[src/hw/lock_pkg.sv]
`default_nettype none

package lock_pkg;

    typedef logic [3:0]  key_t;      // 0..9 digits, then commands
    typedef logic [3:0]  digit_t;    // one bcd digit
    typedef logic [11:0] display_t;  // three nibbles, left one in [11:8]
    typedef logic [7:0]  bcd2_t;     // two bcd digits of seconds

    localparam key_t KEY_ENTER  = 4'd10;
    localparam key_t KEY_CLEAR  = 4'd11;
    localparam key_t KEY_CANCEL = 4'd12;
    localparam key_t KEY_NONE   = 4'd15;

    localparam digit_t GLYPH_A     = 4'd11;
    localparam digit_t GLYPH_S     = 4'd12;
    localparam digit_t GLYPH_BLANK = 4'd15;

    typedef enum logic [1:0] {
        BEEP_KEY,
        BEEP_OK,
        BEEP_FAIL
    } beep_kind_t;

    typedef enum logic [1:0] {
        ST_ENTRY,
        ST_OPEN,
        ST_LOCKED
    } lock_state_t;

    typedef struct packed {
        logic valid;  // one-cycle press strobe
        key_t key;
    } key_event_t;

    typedef struct packed {
        logic       valid;  // one-cycle request strobe
        beep_kind_t kind;
    } beep_req_t;

endpackage

`default_nettype wire

[src/hw/buzzer_tone.sv]
`timescale 1ns/1ns
`default_nettype none

module buzzer_tone import lock_pkg::*; #(
    parameter int BEEP_UNIT = 40,
    parameter int TONE_HALF = 4
) (
    input  logic      clk,
    input  logic      rst_n,
    input  beep_req_t beep,
    output logic      buzzer
);

    localparam int DW       = $clog2(3 * BEEP_UNIT + 1);
    localparam int HW       = $clog2(2 * TONE_HALF + 1);
    localparam int HALF_OK  = (TONE_HALF > 1) ? TONE_HALF / 2 : 1;

    localparam logic [DW-1:0] UNIT_1 = DW'(BEEP_UNIT);
    localparam logic [DW-1:0] UNIT_2 = DW'(2 * BEEP_UNIT);
    localparam logic [DW-1:0] UNIT_3 = DW'(3 * BEEP_UNIT);

    beep_kind_t    kind_q;    // pattern being played
    logic          active;
    logic [DW-1:0] dur_cnt;   // cycles since the pattern start
    logic [DW-1:0] dur_next;
    logic [DW-1:0] dur_len;
    logic [HW-1:0] half_cnt;
    logic [HW-1:0] half_len;
    logic          quiet;     // silent middle unit of the fail tone

    assign dur_next = dur_cnt + DW'(1);

    always_comb begin
        case (kind_q)
            BEEP_OK: begin
                dur_len  = UNIT_3;
                half_len = HW'(HALF_OK);  // higher pitch
            end
            BEEP_FAIL: begin
                dur_len  = UNIT_3;
                half_len = HW'(2 * TONE_HALF);
            end
            default: begin
                dur_len  = UNIT_1;
                half_len = HW'(TONE_HALF);
            end
        endcase
    end

    assign quiet = (kind_q == BEEP_FAIL) && (dur_next >= UNIT_1) && (dur_next < UNIT_2);

    always_ff @(posedge clk) begin
        if (beep.valid) begin
            kind_q <= beep.kind;
        end
    end

    always_ff @(posedge clk) begin
        if (!rst_n) begin
            active   <= 1'b0;
            dur_cnt  <= '0;
            half_cnt <= '0;
            buzzer   <= 1'b0;
        end else if (beep.valid) begin
            active   <= 1'b1;  // restart on every request
            dur_cnt  <= '0;
            half_cnt <= '0;
            buzzer   <= 1'b1;
        end else if (active) begin
            dur_cnt <= dur_next;
            if (dur_next == dur_len) begin
                active <= 1'b0;
                buzzer <= 1'b0;
            end else begin
                if (half_cnt == half_len - HW'(1)) begin
                    half_cnt <= '0;
                    buzzer   <= quiet ? 1'b0 : ~buzzer;
                end else begin
                    half_cnt <= half_cnt + HW'(1);
                    if (quiet) begin
                        buzzer <= 1'b0;
                    end
                end
            end
        end
    end

endmodule

`default_nettype wire

[src/hw/digit_buffer.sv]
`timescale 1ns/1ns
`default_nettype none

module digit_buffer import lock_pkg::*; (
    input  logic       clk,
    input  logic       rst_n,
    input  logic       shift_en,
    input  logic       clear_en,
    input  digit_t     shift_digit,
    output display_t   code,
    output logic [1:0] count,
    output display_t   entry_view
);

    // held digits, newest in the right nibble
    always_ff @(posedge clk) begin
        if (shift_en && !clear_en && (count != 2'd3)) begin
            code <= {code[7:0], shift_digit};
        end
    end

    always_ff @(posedge clk) begin
        if (!rst_n) begin
            count <= '0;
        end else if (clear_en) begin
            count <= '0;               // clear wins over a shift
        end else if (shift_en && (count != 2'd3)) begin
            count <= count + 2'd1;
        end
    end

    // right-aligned view, unused places blank
    always_comb begin
        case (count)
            2'd0: begin
                entry_view = {GLYPH_BLANK, GLYPH_BLANK, GLYPH_BLANK};
            end
            2'd1: begin
                entry_view = {GLYPH_BLANK, GLYPH_BLANK, code[3:0]};
            end
            2'd2: begin
                entry_view = {GLYPH_BLANK, code[7:0]};
            end
            default: begin
                entry_view = code;
            end
        endcase
    end

endmodule

`default_nettype wire

[src/hw/key_decoder.sv]
`timescale 1ns/1ns
`default_nettype none

module key_decoder import lock_pkg::*; (
    input  logic        clk,
    input  logic        rst_n,
    input  logic [15:0] keys,
    output key_event_t  key_event
);

    // keypad line to key code, index is the line number
    localparam key_t KEY_MAP [16] = '{
        KEY_ENTER,   // line 0
        KEY_NONE,
        KEY_NONE,
        4'd0,
        KEY_NONE,
        4'd3,
        4'd2,
        4'd1,
        KEY_CLEAR,   // line 8
        4'd6,
        4'd5,
        4'd4,
        KEY_CANCEL,  // line 12
        4'd9,
        4'd8,
        4'd7
    };

    logic [4:0] hits;     // number of lines pressed
    key_t       decoded;
    key_t       prev_key; // decoded key of the cycle before

    always_comb begin
        hits    = '0;
        decoded = KEY_NONE;
        for (int i = 0; i < 16; i++) begin
            if (keys[i]) begin
                hits    = hits + 5'd1;
                decoded = KEY_MAP[i];
            end
        end
        if (hits != 5'd1) begin
            decoded = KEY_NONE;  // nothing or several keys
        end
    end

    always_ff @(posedge clk) begin
        if (!rst_n) begin
            prev_key  <= KEY_NONE;
            key_event <= '{valid: 1'b0, key: KEY_NONE};
        end else begin
            prev_key        <= decoded;
            key_event.key   <= decoded;
            key_event.valid <= (decoded != prev_key) && (decoded != KEY_NONE);
        end
    end

endmodule

`default_nettype wire

[src/hw/keypad_lock_top.sv]
`timescale 1ns/1ns
`default_nettype none

module keypad_lock_top import lock_pkg::*; #(
    parameter display_t PASSCODE      = 12'h246,
    parameter int       MAX_TRIES     = 4,
    parameter int       TICKS_PER_SEC = 50,
    parameter int       BEEP_UNIT     = 40,
    parameter int       TONE_HALF     = 4
) (
    input  logic        clk,
    input  logic        rst_n,
    input  logic [15:0] keys,
    output display_t    display,
    output logic [1:0]  entered,
    output logic [2:0]  tries,
    output logic        buzzer
);

    key_event_t key_event;
    beep_req_t  beep;
    logic       shift_en;
    logic       clear_en;
    digit_t     shift_digit;
    display_t   code;
    display_t   entry_view;
    bcd2_t      seconds;
    logic       run;
    logic       done;

    key_decoder key_decoder_i (
        .clk       (clk),
        .rst_n     (rst_n),
        .keys      (keys),
        .key_event (key_event)
    );

    digit_buffer digit_buffer_i (
        .clk         (clk),
        .rst_n       (rst_n),
        .shift_en    (shift_en),
        .clear_en    (clear_en),
        .shift_digit (shift_digit),
        .code        (code),
        .count       (entered),     // digits held
        .entry_view  (entry_view)
    );

    lock_fsm #(
        .PASSCODE  (PASSCODE),
        .MAX_TRIES (MAX_TRIES)
    ) lock_fsm_i (
        .clk         (clk),
        .rst_n       (rst_n),
        .key_event   (key_event),
        .code        (code),
        .count       (entered),
        .entry_view  (entry_view),
        .seconds     (seconds),
        .done        (done),
        .shift_en    (shift_en),
        .clear_en    (clear_en),
        .shift_digit (shift_digit),
        .run         (run),
        .beep        (beep),
        .display     (display),
        .tries       (tries)
    );

    lockout_timer #(
        .TICKS_PER_SEC (TICKS_PER_SEC)
    ) lockout_timer_i (
        .clk     (clk),
        .rst_n   (rst_n),
        .run     (run),
        .seconds (seconds),
        .done    (done)
    );

    buzzer_tone #(
        .BEEP_UNIT (BEEP_UNIT),
        .TONE_HALF (TONE_HALF)
    ) buzzer_tone_i (
        .clk    (clk),
        .rst_n  (rst_n),
        .beep   (beep),
        .buzzer (buzzer)
    );

endmodule

`default_nettype wire

[src/hw/lock_fsm.sv]
`timescale 1ns/1ns
`default_nettype none

module lock_fsm import lock_pkg::*; #(
    parameter display_t PASSCODE  = 12'h246,
    parameter int       MAX_TRIES = 4
) (
    input  logic       clk,
    input  logic       rst_n,
    input  key_event_t key_event,
    input  display_t   code,
    input  logic [1:0] count,
    input  display_t   entry_view,
    input  bcd2_t      seconds,
    input  logic       done,
    output logic       shift_en,
    output logic       clear_en,
    output digit_t     shift_digit,
    output logic       run,
    output beep_req_t  beep,
    output display_t   display,
    output logic [2:0] tries
);

    localparam logic [2:0] TRY_LIMIT  = 3'(MAX_TRIES);
    localparam display_t   OPEN_VIEW  = {GLYPH_A, GLYPH_S, GLYPH_S};
    localparam display_t   BLANK_VIEW = {GLYPH_BLANK, GLYPH_BLANK, GLYPH_BLANK};

    lock_state_t state;
    logic        is_digit;
    logic        is_exit;    // clear or cancel
    logic        full_enter; // enter with three digits held
    logic        code_ok;
    logic [2:0]  tries_inc;

    assign is_digit   = key_event.key <= 4'd9;
    assign is_exit    = (key_event.key == KEY_CLEAR) || (key_event.key == KEY_CANCEL);
    assign full_enter = (key_event.key == KEY_ENTER) && (count == 2'd3);
    assign code_ok    = code == PASSCODE;
    assign tries_inc  = tries + 3'd1;

    // buffer and timer steering, same cycle as the event
    assign shift_digit = key_event.key;
    assign shift_en    = key_event.valid && (state == ST_ENTRY) && is_digit;
    assign run         = state == ST_LOCKED;

    always_comb begin
        clear_en = 1'b0;
        if (key_event.valid) begin
            if (state == ST_ENTRY) begin
                clear_en = is_exit || (full_enter && !code_ok);
            end else if (state == ST_OPEN) begin
                clear_en = is_exit;
            end
        end
    end

    always_ff @(posedge clk) begin
        if (!rst_n) begin
            state   <= ST_ENTRY;
            tries   <= '0;
            display <= BLANK_VIEW;
            beep    <= '{valid: 1'b0, kind: BEEP_KEY};
        end else begin
            beep.valid <= 1'b0;
            case (state)
                ST_ENTRY: begin
                    display <= entry_view;
                    if (key_event.valid) begin
                        beep <= '{valid: 1'b1, kind: BEEP_KEY};
                        if (is_digit) begin
                            if (count != 2'd3) begin
                                display <= {entry_view[7:0], key_event.key};  // view after shift
                            end
                        end else if (is_exit) begin
                            display <= BLANK_VIEW;
                            if (key_event.key == KEY_CLEAR) begin
                                tries <= '0;
                            end
                        end else if (full_enter) begin
                            if (code_ok) begin
                                state     <= ST_OPEN;
                                display   <= OPEN_VIEW;
                                beep.kind <= BEEP_OK;
                            end else begin
                                tries     <= tries_inc;
                                beep.kind <= BEEP_FAIL;
                                if (tries_inc == TRY_LIMIT) begin
                                    state   <= ST_LOCKED;
                                    display <= '0;  // seconds start at 00
                                end else begin
                                    display <= BLANK_VIEW;
                                end
                            end
                        end
                    end
                end
                ST_OPEN: begin
                    display <= OPEN_VIEW;
                    if (key_event.valid) begin
                        beep <= '{valid: 1'b1, kind: BEEP_KEY};
                        if (is_exit) begin
                            state   <= ST_ENTRY;
                            display <= BLANK_VIEW;
                        end
                    end
                end
                ST_LOCKED: begin
                    // keys ignored until the timer runs out
                    display <= {digit_t'(0), seconds};
                    if (done) begin
                        state   <= ST_ENTRY;
                        tries   <= '0;
                        display <= BLANK_VIEW;
                    end
                end
                default: begin
                    state <= ST_ENTRY;
                end
            endcase
        end
    end

endmodule

`default_nettype wire

[src/hw/lockout_timer.sv]
`timescale 1ns/1ns
`default_nettype none

module lockout_timer import lock_pkg::*; #(
    parameter int TICKS_PER_SEC = 50
) (
    input  logic  clk,
    input  logic  rst_n,
    input  logic  run,
    output bcd2_t seconds,
    output logic  done
);

    localparam int TW = (TICKS_PER_SEC > 1) ? $clog2(TICKS_PER_SEC) : 1;
    localparam logic [TW-1:0] TICK_LAST = TW'(TICKS_PER_SEC - 1);

    logic [TW-1:0] tick_cnt;
    logic          sec_tick;  // last clock of a second
    logic          at_limit;  // seconds held at 60

    assign sec_tick = tick_cnt == TICK_LAST;
    assign at_limit = seconds == 8'h60;

    always_ff @(posedge clk) begin
        if (!rst_n) begin
            tick_cnt <= '0;
            seconds  <= '0;
            done     <= 1'b0;
        end else if (!run) begin
            tick_cnt <= '0;
            seconds  <= '0;
            done     <= 1'b0;
        end else begin
            done <= 1'b0;
            if (!at_limit) begin
                if (sec_tick) begin
                    tick_cnt <= '0;
                    if (seconds == 8'h59) begin
                        seconds <= 8'h60;
                        done    <= 1'b1;
                    end else if (seconds[3:0] == 4'd9) begin
                        seconds[7:4] <= seconds[7:4] + 4'd1;  // carry into tens
                        seconds[3:0] <= 4'd0;
                    end else begin
                        seconds[3:0] <= seconds[3:0] + 4'd1;
                    end
                end else begin
                    tick_cnt <= tick_cnt + TW'(1);
                end
            end
        end
    end

endmodule

`default_nettype wire

[config.mk]
export PLATFORM = sky130hd
export DESIGN_NAME = keypad_lock_top
export DESIGN_NICKNAME = d
export VERILOG_FILES = /design/src/hw/lock_pkg.sv /design/src/hw/buzzer_tone.sv /design/src/hw/digit_buffer.sv /design/src/hw/key_decoder.sv /design/src/hw/keypad_lock_top.sv /design/src/hw/lock_fsm.sv /design/src/hw/lockout_timer.sv
export SDC_FILE = /design/constraint.sdc
export NUM_CORES = 1
export LEC_CHECK = 0
export BUFFER_PORTS_ARGS = -buffer_cell sky130_fd_sc_hd__buf_4
export CAP_MARGIN = 30
export CORE_ASPECT_RATIO = 0.8
export CORE_MARGIN = 2
export CORE_UTILIZATION = 25
export CTS_CLUSTER_SIZE = 16
export DETAILED_ROUTE_END_ITERATION = 8
export SLEW_MARGIN = 10
export SYNTH_ARGS = -nofsm -noshare
export SYNTH_HDL_FRONTEND = slang
export SYNTH_SLANG_ARGS = --single-unit
[constraint.sdc]
create_clock -name clk -period 9.9 [get_ports clk]
set_clock_uncertainty 0.2 [all_clocks]
set_input_delay 0.495 -clock clk [delete_from_list [all_inputs] [get_ports clk]]
set_output_delay 0.495 -clock clk [all_outputs]
set_load 0.03 [all_outputs]
* Yosys cells after proc, flatten, opt, wreduce, memory -nomap -nowiden
Index checks and enable logic that the tools add are counted.
** Operators by class
- Add/sub/neg operators :: 23
- $lt $le $gt $ge :: 3
- Eq/ne operators :: 33
- Mux-type cells :: 90
- Bitwise gates (word level) :: 6
- Reduce and logical (&&, ||, !) cells :: 34
** Operators with widths (count)
- $mux W12 :: 9
- $mux W5 :: 15
- $pmux W12 S3 :: 2
- $add A5 B1 Y5 const B :: 14
- $mux W4 :: 17
- $mux W3 :: 12
- $mux W2 :: 13
- $eq A4 B4 Y1 const B :: 4
- $eq A8 B7 Y1 const B :: 2
- $mux W1 :: 14
- $add A4 B1 Y4 const B :: 3
- $eq A12 B10 Y1 const B :: 1
- $ne A2 B2 Y1 const B :: 6
- $pmux W3 S2 :: 2
- $mux W11 :: 1
- $logic_and A1 B1 Y1 :: 10
- $eq A2 B2 Y1 const B :: 4
- $mux W8 :: 1
- $pmux W4 S2 :: 1
- $reduce_and A2 Y1 :: 4
- $reduce_and A8 Y1 :: 1
- $reduce_bool A2 Y1 :: 4
- $add A7 B1 Y7 const B :: 1
- $eq A7 B7 Y1 :: 1
- other kinds (32) :: 47
** Storage, ports and cells
- Register bits after elaboration :: 69
- Bits of input ports :: 18
- Output and inout port bits :: 18
- Word-level logic and storage cells :: 207

* Logic depth before layout (Yosys ltp)
- Word-level depth :: 35
- Gate-level depth with buffers :: 48
- Depth with buffers taken out :: 48

* Cells and area by module
Synthesis repeated with hierarchy kept, for this count alone.
** Unflattened totals
- Cell total of the unflattened synthesis :: 737
- Area, all modules :: 6165.9 um2
** Modules (own cells, without submodules)
- key_decoder :: times used 1, cells an instance 291, area an instance 2143.3 um2, seq. area each 100.1 um2
- lock_fsm :: times used 1, cells an instance 198, area an instance 1645.3 um2, seq. area each 400.4 um2
- buzzer_tone :: times used 1, cells an instance 107, area an instance 950.9 um2, seq. area each 320.3 um2
- lockout_timer :: times used 1, cells an instance 97, area an instance 818.3 um2, seq. area each 300.3 um2
- digit_buffer :: times used 1, cells an instance 44, area an instance 608.1 um2, seq. area each 400.4 um2

* Worst setup path after synthesis
OpenSTA, ideal clock, no wires.
- Path type :: input-to-reg
- Start point :: input keys[0]
- End point :: register key_decoder_i.key_event[4] (netlist name)
- Setup time :: 0.134 ns
- Arrival time :: 9.295 ns
- Data required time :: 9.566 ns
- Slack :: 0.271 ns
- Cell stages on the path :: 46
- Path buffers :: 0
- Cell sequence :: ha_1 > nor2b_1 > or2_2 > ha_1 > nand2b_1 > o31ai_2 > inv_1 > ha_1 > nand2_1 > o21ai_0 > ha_1 > nand2_1 > o311ai_1 > ha_1 > mux2_2 > ha_1 > a21oi_1 > nand3b_1 > (+10 left out) > a21oi_1 > ha_1 > inv_1 > a221oi_1 > ha_1 > mux2_2 > ha_1 > mux2_2 > ha_1 > mux2_2 > ha_1 > nor2b_1 > mux2_1 > o21ai_1 > nor3_1 > and3_1 > o41ai_2 > a41oi_1
** On the way
- Cells in the longest elaborated chain, start to end :: 35
- Elaborated cells between the ends (all ways) :: 52
- Those cells by class :: 15 x add/sub; 3 x eq/ne; 33 x mux; 1 x reduce/logical
** RTL lines
- from (decl) :: line keypad_lock_top.sv:13 : input logic [15:0] keys,
- $mux W1 :: line key_decoder.sv:39 : if (keys[i]) begin
- $add A1 B1 Y2 :: line key_decoder.sv:40 : hits = hits + 5'd1;
- $mux W5 :: line key_decoder.sv:39
- $add A5 B1 Y5 :: line key_decoder.sv:40
- $mux W5 :: line key_decoder.sv:39
- $add A5 B1 Y5 :: line key_decoder.sv:40
- $mux W5 :: line key_decoder.sv:39
- $add A5 B1 Y5 :: line key_decoder.sv:40
- (+19 left out)
- $add A5 B1 Y5 :: line key_decoder.sv:40
- $mux W5 :: line key_decoder.sv:39
- $add A5 B1 Y5 :: line key_decoder.sv:40
- $mux W5 :: line key_decoder.sv:39
- $ne A5 B1 Y1 :: line key_decoder.sv:44 : if (hits != 5'd1) begin
- $mux W4 (*) :: line key_decoder.sv:44
- $ne A4 B4 Y1 :: line key_decoder.sv:56 : key_event.valid <= (decoded != prev_key) && (decoded != KEY_NONE);
- $logic_and A1 B1 Y1 (*) :: line key_decoder.sv:56
Mark *: on every way between the ends. The rest lies on a longest branch, timed or not.
A chain may end at the register's enable or synchronous reset.

* Worst setup path after layout
- Start point :: input keys[0]
- End point :: register key_decoder_i.key_event[4] (netlist name)
** On the way
- Cells in the longest elaborated chain, start to end :: 35
- Elaborated cells between the ends (all ways) :: 52
- Those cells by class :: 15 x add/sub; 3 x eq/ne; 33 x mux; 1 x reduce/logical
** RTL lines (line)
- $mux W1 :: key_decoder.sv:39
- $add A1 B1 Y2 :: key_decoder.sv:40
- $mux W5 :: key_decoder.sv:39
- $add A5 B1 Y5 :: key_decoder.sv:40
- $mux W5 :: key_decoder.sv:39
- $add A5 B1 Y5 :: key_decoder.sv:40
- $mux W5 :: key_decoder.sv:39
- $add A5 B1 Y5 :: key_decoder.sv:40
- (+19 left out)
- $add A5 B1 Y5 :: key_decoder.sv:40
- $mux W5 :: key_decoder.sv:39
- $add A5 B1 Y5 :: key_decoder.sv:40
- $mux W5 :: key_decoder.sv:39
- $ne A5 B1 Y1 :: key_decoder.sv:44
- $mux W4 (*) :: key_decoder.sv:44
- $ne A4 B4 Y1 :: key_decoder.sv:56
- $logic_and A1 B1 Y1 (*) :: key_decoder.sv:56
Marked as above.

==> summary by stage <==
Routing
The total detailed-routing wirelength is between 10 and 15 mm. The final route contains between 4,000 and 5,000 vias. The number of DRC violations after detailed-routing iteration 0 is 389.

The average via count per standard cell is 4.780. After detailed routing, the number of remaining DRC violations is 0. The number of detailed-route iterations in the first pass is 7. The count of nets left with antenna violations after detail routing is 0.

The routed length per instance is approximately 13 µm.

Worst setup path
For the worst setup path, the data arrival time is approximately 9500 ps. By startpoint and endpoint, the worst setup path is classified as input pin to flip-flop. The worst setup path is captured at a flip-flop.

At the worst endpoint, the required time is 9910 ps. The most frequent cell on the critical path is sky130_fd_sc_hd__ha_1. The slowest library cell on the worst path is sky130_fd_sc_hd__ha_1. The critical-path maximum fanout is 4. The largest incremental delay on the critical path is between 300 and 400 ps. The category of the worst setup path launch point is an input pin.

Clocking
After clock tree synthesis, the clock-pin slew on the worst setup and hold paths is 60 ps. The number of buffers created by CTS is 9. The later pin in the worst-skew pair is clocked with a latency of ~340 ps. Clock tree synthesis selected as its root buffer the cell sky130_fd_sc_hd__clkbuf_16. No sink is reached through more buffers than the 2 on the longest clock path. Counting every sink on the clock net gives 69. TritonCTS built the clock tree. The H-tree was split into 3 levels.

Layout
The filler cell count in the final layout is between 2,000 and 2,500. The fraction of final layout cells sized beyond drive strength 1 is about 15%. The number of antenna diodes in the final layout is 0.

At the end of the flow, the number of nets in the layout was 760. The area growth from synthesis to layout is 16.65%. The post-layout instance area is 6496 µm².

Placement
After detailed placement, the total cell area comes to 6111 µm². The post-placement worst setup slack is -175.5 ps. Detailed placement finished with a half-perimeter wire length of 9.651 mm.

The global placement routability congestion is between 0.8 and 0.9. Input and output buffers added on the ports amount to 35.

Yosys
The cell count after synthesis came out at 686. The number of flops mapped to enable cells by yosys is 14. The largest total area in the synthesized netlist belongs to sky130_fd_sc_hd__dfxtp_1. In the synthesized netlist the async set-or-reset flop fraction comes to 0%. In this run, synthesis produced a sequential element count of just under 70. The cell with the most instances after synthesis is sky130_fd_sc_hd__nand2_1. The share of the synthesized area in the top cell type is between 10% and 20%.

In the synthesized netlist the dominant register cell turns out to be sky130_fd_sc_hd__dfxtp_1. Dividing the synthesized area by the synthesized cell count gives about 8 µm². By count the netlist is led by 83 x sky130_fd_sc_hd__nand2_1, 62 x sky130_fd_sc_hd__nor2_1, 55 x sky130_fd_sc_hd__dfxtp_1. The synthesized netlist occupies a cell area of between 5000 and 6000 µm². In this run, distinct cell masters in the synthesized netlist total just over 80. The number of warnings issued by yosys is 0.

By area the synthesized netlist is led by sky130_fd_sc_hd__dfxtp_1 20%, sky130_fd_sc_hd__ha_1 8.1%, sky130_fd_sc_hd__edfxtp_1 7.5%, sky130_fd_sc_hd__nand2_1 5.6%, sky130_fd_sc_hd__a21oi_1 4.4%. The sequential cell area fraction in the yosys report is 27.32%. Counting every net in the synthesized netlist gives 740.

Global routing
The overall fraction of global-route tracks in use is between 10% and 20%. The number of antenna violations at the first check in global routing came to 0. The wire length of the first global-routing pass is around 21 mm.

The via count of the first global-routing pass came to roughly 4,200. For this run the aggregate overflow at the end of global routing stands at 0. Entering global routing, the biggest net connects 23 pins.

Floorplan
The die outline height is about 140 µm. Measured along the x axis, the die boundary spans around 170 µm. The floorplan core area is ~22,000 µm².

The count of standard-cell rows is between 40 and 50. The die outline area is approximately 23,000 µm². The initial standard-cell utilization of the core is 25.62%. The top-level port count is 36.

Pwr
For this design the ratio of total power to cell area is a little over 200 nW/µm². IR analysis of the VDD net gives a maximum drop of 0.09327 mV. In this run the static leakage power is approximately 0.0025 µW.

Timing
The number of hold violations in the final report is 0. Derived from the worst setup path, the maximum achievable clock frequency is between 100 and 150 MHz. Setup violations remaining at the end of the flow were counted as 0. After routing, the total negative slack on setup checks comes to 0 ps. Across all setup checks in the final design, the least slack found is between 300 and 400 ps. The final critical path takes up a little over nine tenths of the cycle. At the pin with the least slew margin, the transition time is between 800 and 900 ps. The tightest slew margin relative to the limit is between 40% and 50%. The number of pins exceeding their max-slew limit in the final report is 0.

The smallest clock period supported by the final layout is computed as ~9500 ps.

Flow run
Across the run, the number of max-cap violations was 0.

Run status
The flow ran to the end, and the final reports show no timing, DRC or antenna violations.

Hold path
The class of the tightest hold or removal check is flip-flop to flip-flop.
==> final timing paths <==
kind / from / to / slack (ps) / cells after the start
worst max register to register: digit_buffer_i.count[1]$_SDFFE_PP0P_ / lock_fsm_i.tries[0]$_SDFFE_PN0P_ / 5810 / 12
worst min register to register: lock_fsm_i.beep[0]$_SDFFE_PN0P_ / buzzer_tone_i.kind_q[0]$_DFFE_PP_ / 230 / 0
worst max-delay path: keys[0] / key_decoder_i.key_event[4]$_SDFF_PN0_ / 390 / 47
worst min-delay path: lock_fsm_i.beep[0]$_SDFFE_PN0P_ / buzzer_tone_i.kind_q[0]$_DFFE_PP_ / 230 / 0
==> placed cells by master (no fill, tap or decap), types with 9 or more instances in the layout <==
cell / count
sky130_fd_sc_hd__nor3_1: 25
sky130_fd_sc_hd__nor2_1: 62
sky130_fd_sc_hd__ha_1: 33
sky130_fd_sc_hd__nand4_1: 11
sky130_fd_sc_hd__edfxtp_1: 14
sky130_fd_sc_hd__dfxtp_1: 55
sky130_fd_sc_hd__buf_4: 43
sky130_fd_sc_hd__a21oi_1: 49
sky130_fd_sc_hd__mux2i_1: 12
sky130_fd_sc_hd__xor2_1: 27
sky130_fd_sc_hd__a211oi_1: 9
sky130_fd_sc_hd__nand3_1: 21
sky130_fd_sc_hd__nor2b_1: 14
sky130_fd_sc_hd__nand2_1: 82
sky130_fd_sc_hd__xnor2_1: 18
sky130_fd_sc_hd__o21ai_0: 39
sky130_fd_sc_hd__clkbuf_16: 9
sky130_fd_sc_hd__inv_1: 29
==> per-stage QoR <==
step,power (µW),instances,hold WS (ps),utilization [%]
2_1_floorplan,873.8,686,206.4,-
3_3_place_gp,984.2,993,220.0,28.11
3_5_place_dp,989.1,993,226.5,28.11
4_1_cts,1288,1009,239.9,29.34
5_1_grt,1461,1011,248.8,29.88
6_report,1345,1011,233.6,29.88
==> where the power goes <==
part,switching (µW),total [µW],leakage (µW),internal [µW]
logic,388,725,0.00175,337
clock network,121,290,0.000137,169
registers,29.1,330,0.000576,300
==> layer usage <==
layer / vias to the layer above / GRT usage (%) / routed length (µm)
li1: 2506 / - / -
met1: 2236 / 16.75 / 6851
met2: 79 / 15.16 / 5263
met3: 12 / 3.648 / 682
met4: 0 / 3.154 / 138
met5: - / 0 / 0
==> flip-flops by register name (all words and copies together), names as in the netlist, 2 cells and up <==
register	flops
lockout_timer_i.tick_cnt	6
buzzer_tone_i.dur_cnt	7
lock_fsm_i.display	12
lock_fsm_i.state	2
lockout_timer_i.seconds	8
buzzer_tone_i.kind_q	2
buzzer_tone_i.half_cnt	4
digit_buffer_i.count	2
digit_buffer_i.code	12
lock_fsm_i.tries	3
lock_fsm_i.beep	3
key_decoder_i.key_event	5
==> critical path, delay by kind of cell <==
| kind | cells | cell delay (ps) |
|---|---|---|
| compound gates | 11 | 1640 |
| mux | 5 | 1430 |
| fa+ha+maj | 14 | 3950 |
| simple gates | 13 | 1650 |
| buf+inv | 4 | 360 |
==> repair_timing <==
item / CTS / global route
hold buffers: 0 / 0
setup buffers: 0 / 2
resized for setup: 0 / 17
setup endpoints to repair: 0 / 5
==> cells by family (layout without fill, tap and decap cells) <==
kind of cell	Yosys count	after routing	synth area share [%]
mux	19	19	3.640
simple gates	276	276	24.76
flops	69	69	27.32
compound gates	160	160	18.76
buf+inv	66	91	4.695
xor+xnor	60	60	12.74
fa+ha+maj	36	36	8.088
==> cell type report <==
| type | count | area (µm²) | share of cell area (%) |
|---|---|---|---|
| clock inverter | 6 | 38.79 | 0.5971 |
| clock buffer | 10 | 229.0 | 3.525 |
| sequential | 69 | 1521 | 23.42 |
| inverter | 32 | 120.1 | 1.849 |
| multi-input combinational | 551 | 3889 | 59.86 |
| timing repair buffer | 43 | 322.8 | 4.969 |
| tap | 300 | 375.4 | 5.778 |
(Power assumes the default switching activity.)
